File: config.mk
export PLATFORM = sky130hd
export DESIGN_NAME = nibble_bus_top
export DESIGN_NICKNAME = d
export VERILOG_FILES = /design/src/hdl/bus_pkg.sv /design/src/hdl/host_pkg.sv /design/src/hdl/nibble_bus_controller.sv /design/src/hdl/nibble_ram_device.sv /design/src/hdl/nibble_read_merge.sv /design/src/hdl/nibble_bus_top.sv
export SDC_FILE = /design/constraint.sdc
export NUM_CORES = 2
export LEC_CHECK = 0
export ABC_AREA = 1
export BUFFER_PORTS_ARGS = -buffer_cell sky130_fd_sc_hd__buf_2
export CORE_ASPECT_RATIO = 0.9
export CORE_UTILIZATION = 33
export CTS_CLUSTER_DIAMETER = 150
export DETAILED_ROUTE_END_ITERATION = 7
export MAX_ROUTING_LAYER = met4
export PLACE_DENSITY = 0.54
export SYNTH_ARGS = -nofsm -noshare
export SYNTH_HDL_FRONTEND = slang
export SYNTH_SLANG_ARGS = --single-unit
export TNS_END_PERCENT = 100
File: constraint.sdc
create_clock -name i_clk -period 42.3 [get_ports i_clk]
set_input_delay 4.23 -clock i_clk [delete_from_list [all_inputs] [get_ports i_clk]]
set_output_delay 4.23 -clock i_clk [all_outputs]
set_load 0.05 [all_outputs]
File: src/hdl/bus_pkg.sv
// Bus-side types and sizes shared by the controller, the RAM devices and the read merge
package bus_pkg;

    // --------------------------------------------------
    // Data unit on the bus
    // --------------------------------------------------
    localparam int NIBBLE_BITS = 4;                     // Width of one bus transfer

    typedef logic [NIBBLE_BITS-1:0] nibble_t;

    localparam nibble_t IDLE_NIBBLE = '1;               // Undriven bus reads as all ones

    // --------------------------------------------------
    // Bus cycle timing
    // --------------------------------------------------
    localparam int NUM_PHASES   = 4;                    // Clocks per bus cycle
    localparam int STROBE_PHASE = 2;                    // Devices latch here
    localparam int SAMPLE_PHASE = NUM_PHASES - 1;       // Controller samples read data here

    // What the current bus cycle carries
    typedef enum logic [1:0] {
        KIND_IDLE = 2'd0,                               // No transaction running
        KIND_CMD  = 2'd1,                               // Command code
        KIND_ADDR = 2'd2,                               // One address nibble
        KIND_DATA = 2'd3                                // Write data or read reply
    } cycle_kind_t;

    // Controller drive, fanned out to every device
    typedef struct packed {
        nibble_t     nibble;                            // Payload of this cycle
        cycle_kind_t kind;                              // Meaning of payload
        logic        strobe;                            // One clock, in strobe phase
    } bus_drive_t;

    // --------------------------------------------------
    // Device population
    // --------------------------------------------------
    localparam int NUM_DEVICES = 4;                     // RAM devices on the chain
    localparam int WINDOW_BITS = 8;                     // Offset bits inside one window

endpackage

File: src/hdl/host_pkg.sv
// Host-side request and response formats, plus the transaction layout the controller follows
package host_pkg;

    // --------------------------------------------------
    // Address layout
    // --------------------------------------------------
    localparam int ADDR_NIBBLES = 3;                    // Address nibbles per transaction
    localparam int ADDR_BITS    = ADDR_NIBBLES * bus_pkg::NIBBLE_BITS;

    // Bus cycles per transaction is CMD, then address nibbles, then DATA
    localparam int XFER_CYCLES = ADDR_NIBBLES + 2;
    localparam int CYCLE_BITS  = $clog2(XFER_CYCLES);

    localparam logic [CYCLE_BITS-1:0] CMD_CYCLE  = '0;
    localparam logic [CYCLE_BITS-1:0] DATA_CYCLE = CYCLE_BITS'(XFER_CYCLES - 1);

    // Command codes, sent as is in the CMD cycle
    typedef enum logic [1:0] {
        CMD_READ         = 2'd0,
        CMD_WRITE        = 2'd1,
        CMD_CONFIG       = 2'd2,                        // Map next free device
        CMD_UNCONFIG_ALL = 2'd3                         // Unmap every device
    } host_cmd_t;

    typedef struct packed {
        host_cmd_t                cmd;
        logic [ADDR_BITS-1:0]     addr;                 // Top nibble selects window
        bus_pkg::nibble_t         wdata;                // Only used by WRITE
    } host_req_t;

    typedef struct packed {
        bus_pkg::nibble_t rdata;                        // Merged read nibble
        logic             hit;                          // Some device answered
    } host_rsp_t;

endpackage

File: src/hdl/nibble_bus_controller.sv
// Bus controller: phase ring, host req/ack handshake and the five-cycle transaction sequencer
`timescale 1ns/1ps

module nibble_bus_controller (
    input  logic                i_clk,
    input  logic                i_reset,
    input  logic                i_req,
    input  host_pkg::host_req_t i_req_data,
    output logic                o_ack,
    output host_pkg::host_rsp_t o_rsp,
    output bus_pkg::bus_drive_t o_drive,
    input  bus_pkg::nibble_t    i_merge_nibble,
    input  logic                i_merge_hit
);

    typedef enum logic [1:0] {
        ST_IDLE,                                        // Waiting for a request
        ST_RUN,                                         // Bus cycles in flight
        ST_ACK_HIGH,                                    // Reply held for host
        ST_ACK_DROP                                     // Ack just fell
    } state_t;

    state_t                             state;
    logic [bus_pkg::NUM_PHASES-1:0]     phases;         // One-hot phase ring
    logic                               started;        // First phase 0 reached
    logic [host_pkg::CYCLE_BITS-1:0]    cycle_idx;      // Bus cycle within transaction
    logic                               ack_q;
    host_pkg::host_req_t                req_q;          // Latched request
    host_pkg::host_rsp_t                rsp_q;          // Captured reply
    logic                               accept;
    logic                               in_cycle;
    logic                               end_of_cycle;
    logic                               last_cycle;

    // --------------------------------------------------
    // Phase ring
    // --------------------------------------------------
    always_ff @(posedge i_clk) begin
        if (i_reset) begin
            phases <= {{(bus_pkg::NUM_PHASES-1){1'b0}}, 1'b1};  // Phase 0 after reset
        end else begin
            phases <= {phases[bus_pkg::NUM_PHASES-2:0], phases[bus_pkg::NUM_PHASES-1]};
        end
    end

    assign accept       = (state == ST_IDLE) && i_req && !ack_q;
    assign in_cycle     = (state == ST_RUN) && started;
    assign end_of_cycle = phases[bus_pkg::SAMPLE_PHASE];    // Next clock is phase 0
    assign last_cycle   = (cycle_idx == host_pkg::DATA_CYCLE);

    // --------------------------------------------------
    // Handshake FSM and cycle counter
    // --------------------------------------------------
    always_ff @(posedge i_clk) begin
        if (i_reset) begin
            state     <= ST_IDLE;
            started   <= 1'b0;
            cycle_idx <= host_pkg::CMD_CYCLE;
            ack_q     <= 1'b0;
        end else begin
            case (state)
                ST_IDLE: begin
                    if (accept) begin
                        state     <= ST_RUN;
                        started   <= end_of_cycle;  // Phase 0 may be the very next clock
                        cycle_idx <= host_pkg::CMD_CYCLE;
                    end
                end
                ST_RUN: begin
                    if (!started) begin
                        started <= end_of_cycle;    // Align to cycle boundary
                    end else if (end_of_cycle) begin
                        if (last_cycle) begin
                            state   <= ST_ACK_HIGH;
                            ack_q   <= 1'b1;        // Reply already captured
                            started <= 1'b0;
                        end else begin
                            cycle_idx <= cycle_idx + 1'b1;
                        end
                    end
                end
                ST_ACK_HIGH: begin
                    if (!i_req) begin               // Host took the reply
                        state <= ST_ACK_DROP;
                        ack_q <= 1'b0;
                    end
                end
                default: begin
                    state <= ST_IDLE;               // One guard clock with ack low
                end
            endcase
        end
    end

    // Request and reply payload
    always_ff @(posedge i_clk) begin
        if (accept) begin
            req_q <= i_req_data;
        end
        if (in_cycle && last_cycle && end_of_cycle) begin
            rsp_q.rdata <= i_merge_nibble;          // Phase 3 of DATA cycle
            rsp_q.hit   <= i_merge_hit;
        end
    end

    // --------------------------------------------------
    // Bus drive
    // --------------------------------------------------
    always_comb begin
        o_drive.kind   = bus_pkg::KIND_IDLE;
        o_drive.nibble = bus_pkg::IDLE_NIBBLE;
        o_drive.strobe = in_cycle && phases[bus_pkg::STROBE_PHASE];
        if (in_cycle) begin
            if (cycle_idx == host_pkg::CMD_CYCLE) begin
                o_drive.kind   = bus_pkg::KIND_CMD;
                o_drive.nibble = bus_pkg::nibble_t'(req_q.cmd); // Zero extended code
            end else if (last_cycle) begin
                o_drive.kind   = bus_pkg::KIND_DATA;
                o_drive.nibble = req_q.wdata;
            end else begin
                o_drive.kind = bus_pkg::KIND_ADDR;
                // Most significant nibble goes out first
                for (int i = 1; i <= host_pkg::ADDR_NIBBLES; i++) begin
                    if (cycle_idx == host_pkg::CYCLE_BITS'(i)) begin
                        o_drive.nibble = req_q.addr[(host_pkg::ADDR_NIBBLES - i)
                                                    * bus_pkg::NIBBLE_BITS
                                                    +: bus_pkg::NIBBLE_BITS];
                    end
                end
            end
        end
    end

    assign o_ack = ack_q;
    assign o_rsp = rsp_q;

endmodule

File: src/hdl/nibble_ram_device.sv
// One daisy-chained RAM device of 256 nibbles, mapped by CONFIG to the window given by its base
`timescale 1ns/1ps

module nibble_ram_device (
    input  logic                i_clk,
    input  logic                i_reset,
    input  bus_pkg::bus_drive_t i_drive,
    input  logic                i_daisy,
    output logic                o_daisy,
    output bus_pkg::nibble_t    o_nibble,
    output logic                o_active
);

    host_pkg::host_cmd_t                cmd_q;          // Command of current transaction
    logic [host_pkg::ADDR_BITS-1:0]     addr_q;         // Address shift register
    logic                               mapped_q;
    bus_pkg::nibble_t                   base_q;         // Window base, top address nibble
    bus_pkg::nibble_t                   mem [2**bus_pkg::WINDOW_BITS];
    logic [bus_pkg::WINDOW_BITS-1:0]    offset;
    bus_pkg::nibble_t                   addr_top;
    logic                               window_hit;
    logic                               cmd_strobe;
    logic                               addr_strobe;
    logic                               data_strobe;

    // --------------------------------------------------
    // Strobe decode
    // --------------------------------------------------
    assign cmd_strobe  = i_drive.strobe && (i_drive.kind == bus_pkg::KIND_CMD);
    assign addr_strobe = i_drive.strobe && (i_drive.kind == bus_pkg::KIND_ADDR);
    assign data_strobe = i_drive.strobe && (i_drive.kind == bus_pkg::KIND_DATA);

    assign offset     = addr_q[bus_pkg::WINDOW_BITS-1:0];
    assign addr_top   = addr_q[host_pkg::ADDR_BITS-1 -: bus_pkg::NIBBLE_BITS];
    assign window_hit = mapped_q && (base_q == addr_top);

    // Command and mapping state
    always_ff @(posedge i_clk) begin
        if (i_reset) begin
            cmd_q    <= host_pkg::CMD_READ;
            mapped_q <= 1'b0;                       // Nothing mapped at reset
        end else begin
            if (cmd_strobe) begin
                cmd_q <= host_pkg::host_cmd_t'(i_drive.nibble[$bits(host_pkg::host_cmd_t)-1:0]);
            end
            if (data_strobe) begin
                case (cmd_q)
                    host_pkg::CMD_CONFIG: begin
                        if (!mapped_q && i_daisy) begin
                            mapped_q <= 1'b1;       // First free device in chain
                        end
                    end
                    host_pkg::CMD_UNCONFIG_ALL: begin
                        mapped_q <= 1'b0;
                    end
                    default: begin
                    end
                endcase
            end
        end
    end

    // Address nibbles arrive most significant first
    always_ff @(posedge i_clk) begin
        if (addr_strobe) begin
            addr_q <= {addr_q[host_pkg::ADDR_BITS-bus_pkg::NIBBLE_BITS-1:0], i_drive.nibble};
        end
        if (data_strobe && (cmd_q == host_pkg::CMD_CONFIG) && !mapped_q && i_daisy) begin
            base_q <= addr_top;                     // Base only counts once mapped
        end
    end

    // --------------------------------------------------
    // Storage
    // --------------------------------------------------
    always_ff @(posedge i_clk) begin
        if (data_strobe && (cmd_q == host_pkg::CMD_WRITE) && window_hit) begin
            mem[offset] <= i_drive.nibble;
        end
    end

    assign o_nibble = mem[offset];                  // Async read, merge picks it up
    assign o_active = window_hit && (cmd_q == host_pkg::CMD_READ)
                      && (i_drive.kind == bus_pkg::KIND_DATA);
    assign o_daisy  = i_daisy && mapped_q;          // Pass chain on once taken

endmodule

File: src/hdl/nibble_read_merge.sv
// Read merge: picks the reply of the highest-index active device, idle bus reads as all ones
`timescale 1ns/1ps

module nibble_read_merge (
    input  bus_pkg::nibble_t [bus_pkg::NUM_DEVICES-1:0] i_nibbles,
    input  logic [bus_pkg::NUM_DEVICES-1:0]             i_active,
    output bus_pkg::nibble_t                            o_nibble,
    output logic                                        o_hit
);

    // --------------------------------------------------
    // Priority select
    // --------------------------------------------------
    // Later devices override earlier ones so the last active one wins
    always_comb begin
        o_nibble = bus_pkg::IDLE_NIBBLE;            // Pulled high when nobody drives
        for (int i = 0; i < bus_pkg::NUM_DEVICES; i++) begin
            if (i_active[i]) begin
                o_nibble = i_nibbles[i];
            end
        end
    end

    assign o_hit = |i_active;                       // Any device answered

endmodule

File: src/hdl/nibble_bus_top.sv
// Top level of the nibble bus: controller, chain of RAM devices and the read merge
`timescale 1ns/1ps

module nibble_bus_top (
    input  logic                i_clk,
    input  logic                i_reset,
    input  logic                i_req,
    input  host_pkg::host_req_t i_req_data,
    output logic                o_ack,
    output host_pkg::host_rsp_t o_rsp
);

    bus_pkg::bus_drive_t                            drive;          // Shared by all devices
    bus_pkg::nibble_t [bus_pkg::NUM_DEVICES-1:0]    dev_nibbles;
    logic [bus_pkg::NUM_DEVICES-1:0]                dev_active;
    logic [bus_pkg::NUM_DEVICES:0]                  daisy;          // Top bit is open chain end
    bus_pkg::nibble_t                               merge_nibble;
    logic                                           merge_hit;

    // --------------------------------------------------
    // Bus controller
    // --------------------------------------------------
    nibble_bus_controller u_controller (
        .i_clk          (i_clk),
        .i_reset        (i_reset),
        .i_req          (i_req),
        .i_req_data     (i_req_data),
        .o_ack          (o_ack),
        .o_rsp          (o_rsp),
        .o_drive        (drive),
        .i_merge_nibble (merge_nibble),
        .i_merge_hit    (merge_hit)
    );

    // --------------------------------------------------
    // Device chain
    // --------------------------------------------------
    assign daisy[0] = 1'b1;                         // Head of chain always enabled

    for (genvar g = 0; g < bus_pkg::NUM_DEVICES; g++) begin : g_dev
        nibble_ram_device u_dev (
            .i_clk    (i_clk),
            .i_reset  (i_reset),
            .i_drive  (drive),
            .i_daisy  (daisy[g]),
            .o_daisy  (daisy[g+1]),                 // Feeds next device
            .o_nibble (dev_nibbles[g]),
            .o_active (dev_active[g])
        );
    end

    // --------------------------------------------------
    // Read merge
    // --------------------------------------------------
    nibble_read_merge u_merge (
        .i_nibbles (dev_nibbles),
        .i_active  (dev_active),
        .o_nibble  (merge_nibble),
        .o_hit     (merge_hit)
    );

endmodule

==> flow_summary.yaml <==
global_route:
  grt.total_usage: 0.191
  grt_pass1_wl_um: 741000
  grt_max_degree: 230
  grtUsageMet2: 0.283
  use_met1: 0.278
  antenna_found_initial: 20
  gr-usage-met3: 0.0245
  gr-total-overflow: 0
  grt-busiest-layer: "met2"
  grt_pass1_vias: 107000
worst_setup_path:
  crit_arrival_ns: 7.64
  rr_endpoint: "u_controller.o_rsp[3]$_DFFE_PP_"
  reg2reg_slack_ns: 35.52
  worstPathMaxFanout: 72
  cp-start-kind: "flop"
  cp.required_ns: 43.16
  cp-end-kind: "flop"
  setup.worst_path.class: "flop to flop"
  reg2reg_depth: 19
sta:
  slew_headroom: 0.162
  slew_violations: 0
  rsz0062_at_grt: "no"
  hold_viol: 0
  setup_tns_ns: 0
  max_freq_ghz: 0.148
  clock_skew_ns: 0.0700
  period_share: 0.160
  worstMarginPinSlew_ns: 1.25
  setup_violations: 0
  fin_crit_ns: 6.78
power:
  leakage_uw: 0.0625
  finalPower_uw: 8650
  power_density_nw_per_um2: 45.3
  peakVddDrop_uv: 41.3
layout:
  nets: 14400
  syn_to_final_growth_pct: 11.1
  drive_gt1_frac: 0.0568
outcome:
  status: "finished clean"
detailed_routing:
  first_iter_violations: 13100
  dr.pass1.iters: 6
  vias: 113000
  drc_errors: 0
  wl_per_cell_um: 23.3
  drt_wl_total_um: 503000
  final_antenna_net_count: 0
  viasPerCell: 5.23
synthesis:
  netlist.area_leader.share: 0.725
  synth_commonest_cells: "edfxtp_1, nand2_1, nand3_1"
  synth-warning-count: 0
  synth_largest_area_cell: "edfxtp_1"
  ys_ff_latch: 4172
  ys.flop_type: "edfxtp_1"
  ys_seq_area_frac: 0.728
  netlist_area_sq_um: 172000
  synth_edf_count: 4147
  async_reset_ff_frac: 0
  synth_area_per_cell_sq_um: 11.7
  synthMostInstantiatedCell: "edfxtp_1"
  syn_inst: 14700
  ys_types: 32
  synth_area_leaders: "edfxtp_1, nand3_1, nand2_1"
  synth.net_count: 14700
clock_tree:
  cts_tree: "done"
  worstSkewPairLatency_ns: 1.05
  cts_resized: 0
  h-tree-depth: 5
  cts_made_buffers: 433
  ctsHoldBuffers: 0
  cts_setup_buffers: 0
  clock_sinks: 4172
  clockBufferDepth: 4
  clkTransAtPathRegs_ns: 0.06
  root_buffer: "clkbuf_16"
die:
  rows: 250
  die_x_um: 762
  io_pins: 27
  dieArea_sq_um: 523000
  die_h_um: 686
  core_sq_um: 517000
  initial_core_util: 0.332
min_path:
  hp-class: "flop to flop"
  holdPathEnd: "u_controller.phases[1]$_SDFF_PP0_"
  min_path_cells: 2
  hold_start: "u_controller.phases[0]$_SDFF_PP1_"
placed_design:
  gp_congestion: 0.856
  io_buffers: 26
  dp_hpwl_um: 292000
flow_run:
  cap_violations: 0
-- registers in the layout (all words and copies together) (netlist names), named ones only --
register and count:
g_dev.u_dev.mapped_q 4, g_dev.u_dev.cmd_q 2, u_controller.o_rsp 5, g_dev.u_dev.base_q 16, g_dev.u_dev.addr_q 12, u_controller.req_q 18
u_controller.phases 4, u_controller.cycle_idx 3, g_dev.u_dev.mem 4096, u_controller.started 1, u_controller.state 2, u_controller.o_ack 1
-- metrics by stage --
stage	hold slack (ns)	instances	setup slack (ns)	cell area [sq um]	util
after floorplan	0.388	14700	23.62	172000	-
after global placement	0.391	20800	35.67	177000	0.343
after global routing	0.427	21600	35.25	191000	0.369
final	0.405	21600	35.52	191000	0.369
after CTS	0.408	21600	35.64	191000	0.369
after detailed placement	0.400	20800	35.69	177000	0.343
-- kinds of logic (layout without fill, tap and decap cells) --
| family | count (synthesis) | after routing | synth area share |
|---|---|---|---|
| flops | 4172 | 4172 | 0.728 |
| xor+xnor | 4 | 4 | 0.000204 |
| fa+ha+maj | 9 | 9 | 0.000656 |
| other cells | 0 | 8 | 0 |
| buf+inv | 1107 | 1078 | 0.0325 |
| compound gates | 827 | 827 | 0.0263 |
| simple gates | 8598 | 8598 | 0.212 |
-- worst max-delay path: stages, from the launching register on --
cell	delay [ns]
dfxtp_4	0.78
buf_4	0.72
buf_4	0.72
buf_4	0.80
buf_4	0.71
buf_4	0.68
nand2_1	0.11
nand3_1	0.11
nand3_1	0.09
nand3_1	0.17
nand3_1	0.13
nand3_1	0.24
nand3_1	0.48
nand2_1	0.22
nand2_1	0.08
nand3_1	0.09
nand2_1	0.07
inv_1	0.07
nand2_1	0.06
nand2_1	0.08
-- power breakdown --
group	total (uW)	internal (uW)	leakage [uW]	switching, uW
logic	276	39.6	0.0172	236
clock network	3730	2100	0.00665	1630
registers	4640	4630	0.0386	5.15
total	8650	6770	0.0625	1870
-- cell usage in the layout (no fill, tap or decap), types with 6 or more instances in the layout --
cell	Yosys	routed
clkinv_16	0	9
dfxtp_4	0	6
a21oi_1	19	19
inv_1	53	49
diode_2	0	8
nor2_1	1596	1577
buf_2	408	26
nand3_1	3303	3301
clkinv_1	0	126
buf_4	46	180
o21ai_0	534	534
nor2_4	0	16
clkbuf_16	0	436
edfxtp_1	4147	4147
clkinv_8	0	9
bufinv_16	0	34
buf_12	0	19
clkbuf_1	378	103
o22ai_1	259	259
clkinv_2	1	66
inv_6	0	6
dfxtp_1	25	19
nand2_1	3683	3680
ha_1	9	9
-- layout make-up --
cell class	instances	area, sq um
repair buffers	225	1860
inverters	57	282
fillers	50100	326000
diodes	8	20.0
clock inverters	257	2380
well taps	6930	8670
multi-input cells	9438	41300
flip-flops and latches	4172	125000
clock buffers	539	11300
-- worst max path at each step --
stage	cells past startpoint	slack, ns	to	start
after global placement	19	35.67	u_controller.o_rsp[3]$_DFFE_PP_	flop
after detailed placement	19	35.69	u_controller.o_rsp[3]$_DFFE_PP_	flop
after floorplan	7	23.62	g_dev[0].u_dev.mem[0][2]$_DFFE_PP_	u_controller.cycle_idx[2]$_SDFFE_PP0P_
final	19	35.52	u_controller.o_rsp[3]$_DFFE_PP_	flop
after CTS	19	35.64	u_controller.o_rsp[3]$_DFFE_PP_	flop
after global routing	19	35.25	u_controller.o_rsp[1]$_DFFE_PP_	flop
-- routing by layer --
metal	part of all wire	wire length, um
met3	0.075	37800
met1	0.45	227000
met5	0	0
met2	0.45	224000
met4	0.028	14200
No activity file was read; power rests on OpenSTA's default activity.
